## config.mk

```make
export PLATFORM = sky130hd
export DESIGN_NAME = routerSwitch
export DESIGN_NICKNAME = d
export VERILOG_FILES = /design/src/nocPkg.sv /design/src/routerSwitch.sv /design/src/flitCrossbar.sv /design/src/switchArbiter.sv /design/src/grantTimer.sv
export SDC_FILE = /design/constraint.sdc
export NUM_CORES = 1
export LEC_CHECK = 0
export BUFFER_PORTS_ARGS = -buffer_cell sky130_fd_sc_hd__buf_4
export CORE_ASPECT_RATIO = 1.1
export CORE_MARGIN = 3
export CORE_UTILIZATION = 40
export DETAILED_ROUTE_END_ITERATION = 7
export PLACE_DENSITY = 0.62
export SLEW_MARGIN = 10
export SYNTH_ARGS = -nofsm -noshare
export SYNTH_HDL_FRONTEND = slang
export SYNTH_HIERARCHICAL = 1
export SYNTH_SLANG_ARGS = --single-unit
```

## constraint.sdc

```tcl
create_clock -name clk -period 5 [get_ports clk]
set_clock_uncertainty 0.2 [all_clocks]
set_input_delay 0.5 -clock clk [delete_from_list [all_inputs] [get_ports clk]]
set_output_delay 0.5 -clock clk [all_outputs]
set_load 0.1 [all_outputs]
```

## src/nocPkg.sv

```systemverilog
package nocPkg;

  // ~~~~~~~~~~~~~~~~~~~~~~~~~~~~~~~~~~~~~~~~~~~~~~~~~
  // Router geometry

  localparam int NumPorts = 5;             // L, N, E, W, S

  // ~~~~~~~~~~~~~~~~~~~~~~~~~~~~~~~~~~~~~~~~~~~~~~~~~
  // Flit format

  typedef logic [2:0]  flitIdT;            // Header, body or tail
  typedef logic [11:0] pktLenT;            // Timeout in clock cycles
  typedef logic [15:0] payloadT;

  localparam flitIdT HeaderId = 3'd1;      // Only this id reloads a timer

  typedef struct packed
  {
    flitIdT  id;
    pktLenT  len;
    payloadT payload;
  } flitT;                                 // 31 bits

  // ~~~~~~~~~~~~~~~~~~~~~~~~~~~~~~~~~~~~~~~~~~~~~~~~~
  // Port vectors and arbiter state

  typedef logic [NumPorts-1:0] portVecT;   // Bit 0 is L, then N, E, W, S
  typedef logic [2:0]          portIdxT;   // Port number 0 to 4

  // One-hot, the idle bit sits below the five port bits
  typedef enum logic [5:0]
  {
    ArbIdle = 6'b000001,
    ArbL    = 6'b000010,
    ArbN    = 6'b000100,
    ArbE    = 6'b001000,
    ArbW    = 6'b010000,
    ArbS    = 6'b100000
  } arbStateT;

endpackage
```

## src/routerSwitch.sv

```systemverilog
`timescale 1ns/10ps

module routerSwitch
(
  input  logic                                  clk,
  input  logic                                  rst,
  input  nocPkg::portVecT                       req,
  input  nocPkg::flitT [nocPkg::NumPorts-1:0]   portFlits,
  output nocPkg::portVecT                       grant,
  output nocPkg::flitT                          outFlit,
  output logic                                  outValid
);

  nocPkg::portVecT arbGrant;               // Feeds the crossbar and the port

  // ~~~~~~~~~~~~~~~~~~~~~~~~~~~~~~~~~~~~~~~~~~~~~~~~~
  // Arbitration

  switchArbiter arbiter
  (
    .clk       (clk),
    .rst       (rst),
    .req       (req),
    .portFlits (portFlits),
    .grant     (arbGrant)
  );

  // ~~~~~~~~~~~~~~~~~~~~~~~~~~~~~~~~~~~~~~~~~~~~~~~~~
  // Data path, one cycle behind the grant

  flitCrossbar crossbar
  (
    .clk       (clk),
    .rst       (rst),
    .grant     (arbGrant),
    .req       (req),
    .portFlits (portFlits),
    .outFlit   (outFlit),
    .outValid  (outValid)
  );

  assign grant = arbGrant;

endmodule

```

## src/flitCrossbar.sv

```systemverilog
`timescale 1ns/10ps

module flitCrossbar
(
  input  logic                                  clk,
  input  logic                                  rst,
  input  nocPkg::portVecT                       grant,
  input  nocPkg::portVecT                       req,
  input  nocPkg::flitT [nocPkg::NumPorts-1:0]   portFlits,
  output nocPkg::flitT                          outFlit,
  output logic                                  outValid
);

  nocPkg::flitT selFlit;                   // Flit of the granted port
  logic         selValid;

  // ~~~~~~~~~~~~~~~~~~~~~~~~~~~~~~~~~~~~~~~~~~~~~~~~~
  // Five-to-one select on the one-hot grant

  always_comb
  begin
    selFlit = outFlit;                     // Hold when nothing is granted
    for (int i = 0; i < nocPkg::NumPorts; i++)
    begin
      if (grant[i])
        selFlit = portFlits[i];
    end
    selValid = |(grant & req);             // A dropped req gives no valid flit
  end

  // Output register
  always_ff @(posedge clk)
  begin
    if (rst)
      outValid <= 1'b0;
    else
      outValid <= selValid;
  end

  always_ff @(posedge clk)
  begin
    outFlit <= selFlit;
  end

endmodule

```

## src/switchArbiter.sv

```systemverilog
`timescale 1ns/10ps

module switchArbiter
(
  input  logic                                  clk,
  input  logic                                  rst,
  input  nocPkg::portVecT                       req,
  input  nocPkg::flitT [nocPkg::NumPorts-1:0]   portFlits,
  output nocPkg::portVecT                       grant
);

  nocPkg::arbStateT state;
  nocPkg::arbStateT nextState;

  logic [nocPkg::NumPorts-1:0] runTimer;   // One run level per port timer
  logic [nocPkg::NumPorts-1:0] timesUp;

  nocPkg::portIdxT curPort;                // Port that holds the grant
  logic            active;                 // Low in idle
  nocPkg::portIdxT startPort;              // First port of the rotating scan
  nocPkg::portVecT otherReq;               // Requests without the current port

  // ~~~~~~~~~~~~~~~~~~~~~~~~~~~~~~~~~~~~~~~~~~~~~~~~~
  // Helpers

  // State that grants port idx
  function automatic nocPkg::arbStateT portState(input nocPkg::portIdxT idx);
    portState = nocPkg::arbStateT'(6'b000010 << idx);
  endfunction

  // First requester scanning from start upward with wrap, idle if none
  function automatic nocPkg::arbStateT firstReq
  (
    input nocPkg::portVecT r,
    input nocPkg::portIdxT start
  );
    nocPkg::portIdxT idx;
    firstReq = nocPkg::ArbIdle;
    idx = start;
    for (int i = 0; i < nocPkg::NumPorts; i++)
    begin
      if (r[idx] && (firstReq == nocPkg::ArbIdle))
        firstReq = portState(idx);
      if (idx == 3'(nocPkg::NumPorts - 1))
        idx = 3'd0;
      else
        idx = idx + 3'd1;
    end
  endfunction

  // ~~~~~~~~~~~~~~~~~~~~~~~~~~~~~~~~~~~~~~~~~~~~~~~~~
  // Per-port timeout counters

  genvar k;
  generate
    for (k = 0; k < nocPkg::NumPorts; k++)
    begin : genTimer
      grantTimer portTimer
      (
        .clk      (clk),
        .rst      (rst),
        .portFlit (portFlits[k]),
        .run      (runTimer[k]),
        .timesUp  (timesUp[k])
      );
    end
  endgenerate

  // ~~~~~~~~~~~~~~~~~~~~~~~~~~~~~~~~~~~~~~~~~~~~~~~~~
  // State register

  always_ff @(posedge clk)
  begin
    if (rst)
      state <= nocPkg::ArbIdle;
    else
      state <= nextState;
  end

  // Decode the one-hot state into a port number
  always_comb
  begin
    active  = 1'b1;
    curPort = 3'd0;
    case (state)
      nocPkg::ArbL: curPort = 3'd0;
      nocPkg::ArbN: curPort = 3'd1;
      nocPkg::ArbE: curPort = 3'd2;
      nocPkg::ArbW: curPort = 3'd3;
      nocPkg::ArbS: curPort = 3'd4;
      default:      active  = 1'b0;        // Idle or a broken encoding
    endcase
  end

  // Scan starts after the current port, which is masked out
  always_comb
  begin
    if (curPort == 3'(nocPkg::NumPorts - 1))
      startPort = 3'd0;
    else
      startPort = curPort + 3'd1;
    otherReq = req & ~nocPkg::portVecT'(5'b00001 << curPort);
  end

  // ~~~~~~~~~~~~~~~~~~~~~~~~~~~~~~~~~~~~~~~~~~~~~~~~~
  // Next state

  always_comb
  begin
    runTimer  = '0;
    nextState = nocPkg::ArbIdle;
    if (!active)
      nextState = firstReq(req, 3'd0);     // Fixed order L, N, E, W, S
    else if (req[curPort] && !timesUp[curPort])
    begin
      runTimer[curPort] = 1'b1;            // Keep the grant, count the cycle
      nextState         = state;
    end
    else
      nextState = firstReq(otherReq, startPort);
  end

  assign grant = nocPkg::portVecT'(state[nocPkg::NumPorts:1]);  // Idle bit dropped

endmodule

```

## src/grantTimer.sv

```systemverilog
`timescale 1ns/10ps

module grantTimer
(
  input  logic         clk,
  input  logic         rst,
  input  nocPkg::flitT portFlit,
  input  logic         run,
  output logic         timesUp
);

  nocPkg::pktLenT timeout;                 // Length of the last header seen
  nocPkg::pktLenT count;                   // Cycles spent in grant so far

  // ~~~~~~~~~~~~~~~~~~~~~~~~~~~~~~~~~~~~~~~~~~~~~~~~~
  // Length latch and cycle counter

  always_ff @(posedge clk)
  begin
    if (rst)
    begin
      timeout <= '0;
      count   <= '0;
    end
    else
    begin
      if (portFlit.id == nocPkg::HeaderId)
        timeout <= portFlit.len;           // Reload even when not granted
      if (run)
        count <= count + 12'd1;
      else
        count <= '0;                       // Any idle cycle restarts the count
    end
  end

  // Expiry in the same cycle as the match
  always_comb
  begin
    timesUp = (count == timeout);
  end

endmodule

```

=== Word level (Yosys, flattened, before mapping) ===
Cells that the tools add are included.

* Register bits after elaboration: 158
* Output and inout bits: 37

* Shift-type cells: 10
* Eq/ne operators: 32
* Reduce and logical (&&, ||, !) cells: 19
* Mux-type cells: 77
* Order comparisons: 11
* Bitwise gates (word level): 8
* Add/subtract/negate cells: 13

{| class="wikitable"
|+ Operators by type and width
! operator !! count
|-
| 2-to-1 mux 31 bit || 5
|-
| 2-to-1 mux 6 bit || 23
|-
| adder 12 x 1 -> 12 bit, second input constant || 5
|-
| equality test 12 bit || 5
|-
| 2-to-1 mux 3 bit || 20
|-
| << shifter 2 x 3 -> 6 bit, first input constant || 9
|-
| equality test 6 x 1 -> 1 bit, second input constant || 8
|-
| less-than comparator 3 x 4 -> 1 bit, second input constant || 10
|-
| binary-select mux 1 bit (select 3 bit) || 11
|-
| adder 3 x 1 -> 3 bit, second input constant || 8
|-
| equality test 3 bit, second input constant || 8
|-
| equality test 3 x 1 -> 1 bit, second input constant || 5
|-
| 2-to-1 mux 1 bit || 13
|-
| case mux 3 bit (4 select lines) || 1
|-
| bitwise AND 5 bit || 2
|-
| logical AND 1 bit || 10
|-
| 2-to-1 mux 5 bit || 2
|-
| OR reduction 2 bit || 5
|-
| OR reduction 5 bit || 2
|-
| equality test 6 x 2 -> 1 bit, second input constant || 1
|-
| equality test 6 x 3 -> 1 bit, second input constant || 1
|-
| equality test 6 x 4 -> 1 bit, second input constant || 1
|-
| equality test 6 x 5 -> 1 bit, second input constant || 1
|-
| equality test 6 bit, second input constant || 1
|-
| other kinds (9) || 13
|}

=== Longest topological paths before layout ===
* Word-level depth: 30
* Depth in mapped cells: 27
* Gate-level depth less buffers: 24

=== By module ===
Netlist, hierarchy kept.

{| class="wikitable"
|+ Modules (own cells, without submodules)
! module !! area an instance (um^2) !! times used !! cells each !! seq. area each (um^2)
|-
| grantTimer || 1073.5 || 5 || 113 || 480.5
|-
| flitCrossbar || 2203.4 || 1 || 188 || 950.9
|-
| switchArbiter || 1664.1 || 1 || 228 || 120.1
|}

=== Worst setup path before layout ===
No wires, ideal clock.

* Path kind: reg-to-reg
* From: reg arbiter.state[0]
* To: reg arbiter.state[3]
* Library setup time: 103 ps
* Data arrival time: 5212 ps
* Slack: -516 ps
* Required time: 4697 ps
* Period minus slack after synthesis: 5516 ps
* Stages on the path, launching flop included: 26
* Cell sequence: dfxtp_1 -> or4_4 -> nor2_8 -> inv_4 -> buf_6 -> ha_1 -> nor3b_1 -> and2_1 -> buf_2 -> nor2_1 -> inv_1 -> ha_1 -> nand2b_1 -> a21oi_1 -> nor2_1 -> inv_1 -> ha_1 -> a211o_1 -> a21oi_1 -> nor2_1 -> ha_1 -> nor4_1 -> a31o_1 -> a311oi_1 -> nand4b_1 -> a2111oi_2

* Word-level cells in the longest chain between the ends: 30
* Elaborated cells between the ends (all ways): 79

{| class="wikitable"
|+ Ends and longest elaborated chain
! element !! line !! source
|-
| start, declared || switchArbiter.sv:12 || <nowiki>nocPkg::arbStateT state;</nowiki>
|-
| start signal, assigned || switchArbiter.sv:75 || <nowiki>state <= nocPkg::ArbIdle;</nowiki>
|-
| start signal, assigned || switchArbiter.sv:77 || <nowiki>state <= nextState;</nowiki>
|-
| branches (longest 30 deep; another with adder 3 x 1 -> 3 bit) || -- ||
|}

Parallel ways; which one is timed is not known. The select of a mux whose other input is x is not followed.
A chain may end at the register's enable or synchronous reset.

=== Worst setup path after layout ===
Same ends and word-level chain as after synthesis.

==> impl_metrics.tcl <==
set metrics [dict create \
    cts.path.max_buffers 2 \
    drtAntennaViolNets 0 \
    min_delay_worst_endpoint "arbiter/genTimer[1].portTimer/timeout[11]" \
    placement_rows 57 \
    yosysWarningCount 6 \
    gp_congestion 0.978 \
    critical_path.most_common_cell "sky130_fd_sc_hd__ha_1" \
    first_pass_iters 5 \
    final-setup-viol-count 0 \
    synth_xor_area_frac 0.0757 \
    area_growth_syn_to_layout_pct 29.0 \
    timing.max_cap.violations 0 \
    post_synth_inst_count 981 \
    max_slew_headroom_at_the_worst_pin 0.196 \
    fp.coreArea_um2 22400 \
    fmax_achieved_mhz 206 \
    holdCritPathClass "primary input to register" \
    power.share.clock 0.178 \
    synth_seq_cells 158 \
    mostFrequentLayoutCells "247 x sky130_fd_sc_hd__buf_4, 123 x sky130_fd_sc_hd__dfxtp_1, 102 x sky130_fd_sc_hd__nor2_1, 98 x sky130_fd_sc_hd__mux2i_1, 67 x sky130_fd_sc_hd__xnor2_1" \
    hp-start "portFlits[58]" \
    routed_wirelength_um 29200 \
    drc 0 \
    power.ir.vdd_worst_mv 0.383 \
    leakage_nw 4.39 \
    synth-compound-area-share 0.144 \
    crit_required_ps 5110 \
    timing.critical_path.slowest_stage_cell "sky130_fd_sc_hd__or4_4" \
    crit-reg2reg-capture "arbiter/state[3]" \
    detail_route.vias_per_cell 5.43 \
    synth_ff_type "sky130_fd_sc_hd__dfxtp_1" \
    floorplan.die.width_um 151 \
    p_int_w 0.00392 \
    cts_root_buffer "sky130_fd_sc_hd__clkbuf_16" \
    synth_fp_nets 1159 \
    min_period_ps 4850 \
    numCtsBuffers 17 \
    combinational_family_with_the_most_area_after_synthesis "simple AND/OR/NAND/NOR gates" \
    critPathLaunchType "register" \
    initial_antenna_violation_count 0 \
    routed-via-count 8157 \
    cellPowerDensity_nw_per_um2 633 \
    detailedPlacementHpwl_um 22500 \
    number_of_failing_hold_endpoints_at_the_final_stage 0 \
    detail_route.wl_per_cell_um 19.5 \
    synth_simple_gate_area_share 0.202 \
    final.setup.tns_ps 0 \
    dr.first_iter.drc_count 420 \
    insertedDiodeCount 0 \
    netSwitchingFraction 0.481 \
    numPlacedInstances 1466 \
    tightest_slew_ps 1200 \
    number_of_global_route_vias_before_repair 7758 \
    biggest_cell_delay_along_the_critical_path_ps 610 \
    cell_family_with_most_cp_delay "simple AND/OR/NAND/NOR gates" \
    sink_count 158 \
    clk_transition_reported_paths_ps 70 \
    rrSetupSlack_ps 150 \
    timing.final.crit_share 0.971 \
    die_area_um2 24900 \
    rr_startpoint "arbiter/state[0]" \
    report.final.slew_viol_count 0 \
    syn_area_um2 9240 \
    depth_of_the_worst_register_to_register_path 18 \
    floorplan.initialDensity 0.412 \
    finalNetCount 1371 \
    global_route.overflow_total 0 \
    synthDistinctLibCells 83 \
    hold_depth 3 \
    cts_tree "built" \
    cts_htree_levels 4 \
    critPathMaxFanout 5 \
    floorplan.io_pins 199 \
    clk_latency_ps 430 \
    fp.dieH_um 165 \
    netSwitchingPower_w 0.00363 \
    seq_area_frac_synth 0.376 \
    place.port_buffers 198 \
    worst-setup-path-type "register to register" \
    cp_bufs_invs 2 \
    worstSetupEndpointType "register" \
    combinationalPowerShare 0.595 \
    final_cells 1501 \
    most_common_library_cell_in_the_layout_ignoring_fill_and_taps "sky130_fd_sc_hd__buf_4" \
    cp_data_arrival_time_ps 4960 \
    synth-async-reset-ratio 0 \
    cp_cell_sequence "or2_2, or4_4, inv_1, ha_1, ha_1, nand2b_1, ha_1, or4_4, nand2b_4, ha_4, a21oi_4, inv_2, ha_4, nand2_1, nor4_4, a311oi_1, nand4b_1, a2111oi_2" \
    grt_setup_unrepaired "no" \
    share_of_synthesized_cell_area_in_full_adder_half_adder_and_majority_cells 0.0217 \
    synth_mux_area_frac 0.141 \
    pwr-share-seq 0.228 \
    drive_above_1_share 0.303 \
    grt.total_usage 0.228 \
    grt_first_pass_wirelength_um 43600 \
    synth-edff-count 31 \
    synth_area_per_cell_um2 9.41 \
    grt_max_degree 76 \
    outcome "completed" \
]
how the worst max path moves through the flow:
| stage | startpoint | slack, ps | to | cells past startpoint |
|---|---|---|---|---|
| 4_1_cts | arbiter/state[1] | 40 | arbiter/state[3] | 25 |
| 6_report | arbiter/state[0] | 150 | arbiter/state[3] | 18 |
| 2_1_floorplan | arbiter/state[3] | -30 | arbiter/state[3] | 25 |
| 3_3_place_gp | arbiter/state[0] | 50 | arbiter/state[3] | 23 |
| 5_1_grt | arbiter/state[0] | 4 | arbiter/state[3] | 18 |
| 3_5_place_dp | arbiter/state[0] | 30 | arbiter/state[3] | 23 |
layout make-up:
type,instances,area [um^2]
clock buffers,20,457
clock inverters,12,146
fillers,2087,10500
inverters,19,73.8
multi-input cells,750,5540
flip-flops and latches,158,3480
well taps,295,369
repair buffers,247,1850
registers in the layout (all words and copies together) (netlist names):
signal / count
arbiter/genTimer.portTimer/timeout: 60
crossbar/outFlit: 31
arbiter/genTimer.portTimer/count: 60
arbiter/state: 6
crossbar/outValid: 1
stage by stage:
step / util / cell area (um^2) / setup WS, ps / hold WS [ps] / power (W)
2_1_floorplan: - / 9370 / -25.8 / 253 / 0.00489
3_3_place_gp: 0.503 / 11300 / 54.0 / 264 / 0.00615
3_5_place_dp: 0.503 / 11300 / 26.7 / 279 / 0.00614
4_1_cts: 0.530 / 11900 / 42.1 / 99.0 / 0.00750
5_1_grt: 0.532 / 11900 / 3.71 / 112 / 0.00791
6_report: 0.532 / 11900 / 146 / 115 / 0.00755
synth_stat cells, types with 6 or more instances:
cell type	n	area, um^2
sky130_fd_sc_hd__o21ai_0	52	260
sky130_fd_sc_hd__mux2i_1	98	981
sky130_fd_sc_hd__a21oi_1	41	205
sky130_fd_sc_hd__nand2b_1	18	113
sky130_fd_sc_hd__nor3b_2	6	75.1
sky130_fd_sc_hd__clkbuf_1	22	82.6
sky130_fd_sc_hd__mux2_2	26	293
sky130_fd_sc_hd__nand4_1	22	138
sky130_fd_sc_hd__nor2b_1	17	106
sky130_fd_sc_hd__edfxtp_1	31	931
sky130_fd_sc_hd__a21o_1	7	52.6
sky130_fd_sc_hd__nor2_1	105	394
sky130_fd_sc_hd__buf_4	9	67.6
sky130_fd_sc_hd__xnor2_1	67	587
sky130_fd_sc_hd__o31ai_1	10	75.1
sky130_fd_sc_hd__nor3b_1	9	67.6
sky130_fd_sc_hd__nor3_1	13	65.1
sky130_fd_sc_hd__a22oi_1	27	203
sky130_fd_sc_hd__inv_1	18	67.6
sky130_fd_sc_hd__buf_2	20	100
sky130_fd_sc_hd__nand2_1	37	139
sky130_fd_sc_hd__o311ai_0	6	52.6
sky130_fd_sc_hd__nor4_1	9	56.3
sky130_fd_sc_hd__xor2_1	11	96.3
sky130_fd_sc_hd__and2_1	8	50.1
sky130_fd_sc_hd__dfxtp_1	127	2540
sky130_fd_sc_hd__or3_1	17	106
sky130_fd_sc_hd__nand3_1	26	130
sky130_fd_sc_hd__ha_1	16	200
sky130_fd_sc_hd__or4_1	14	105
routing by layer:
metal	wire length [um]	GRT usage
met2	14200	0.387
met4	738	0.0758
met1	12700	0.294
met3	1630	0.0368
met5	0	0
cells by family (layout without fill, tap and decap cells):
logic type / count (synthesis) / count (layout)
XOR/XNOR: 79 / 79
AND/OR/NAND/NOR: 333 / 333
adder cells (fa/ha/maj): 16 / 16
buffers and inverters: 73 / 298
multiplexers: 126 / 126
flip-flops: 158 / 158
AO/OA/AOI/OAI: 196 / 196
worst reg2reg max path, cell delays in order, from the launching register on:
cell and delay (ps):
sky130_fd_sc_hd__dfxtp_1 310, sky130_fd_sc_hd__or2_2 310, sky130_fd_sc_hd__or4_4 540, sky130_fd_sc_hd__inv_1 110, sky130_fd_sc_hd__ha_1 150, sky130_fd_sc_hd__ha_1 240
sky130_fd_sc_hd__nand2b_1 180, sky130_fd_sc_hd__ha_1 370, sky130_fd_sc_hd__or4_4 610, sky130_fd_sc_hd__nand2b_4 110, sky130_fd_sc_hd__ha_4 210, sky130_fd_sc_hd__a21oi_4 120
sky130_fd_sc_hd__inv_2 70, sky130_fd_sc_hd__ha_4 280, sky130_fd_sc_hd__nand2_1 100, sky130_fd_sc_hd__nor4_4 180, sky130_fd_sc_hd__a311oi_1 100, sky130_fd_sc_hd__nand4b_1 220
sky130_fd_sc_hd__a2111oi_2 350
power groups by stage:
stage / clock, W / combinational, W / sequential, W
floorplan: 0 / 0.00216 / 0.00273
global placement: 0 / 0.00440 / 0.00175
detailed placement: 0 / 0.00439 / 0.00175
CTS: 0.00137 / 0.00441 / 0.00172
global route: 0.00143 / 0.00475 / 0.00174
finish: 0.00134 / 0.00449 / 0.00172
timing repair:
action | 4_1_cts | 5_1_grt
pin swaps | 0 | 2
hold endpoints to repair | 0 | 0
cloned | 0 | 0
endpoints found under the setup margin | 1 | 6
hold buffers | 0 | 0
gates resized for setup | 1 | 4
buffers inserted | 0 | 3
No activity file was read; power rests on OpenSTA's default activity.
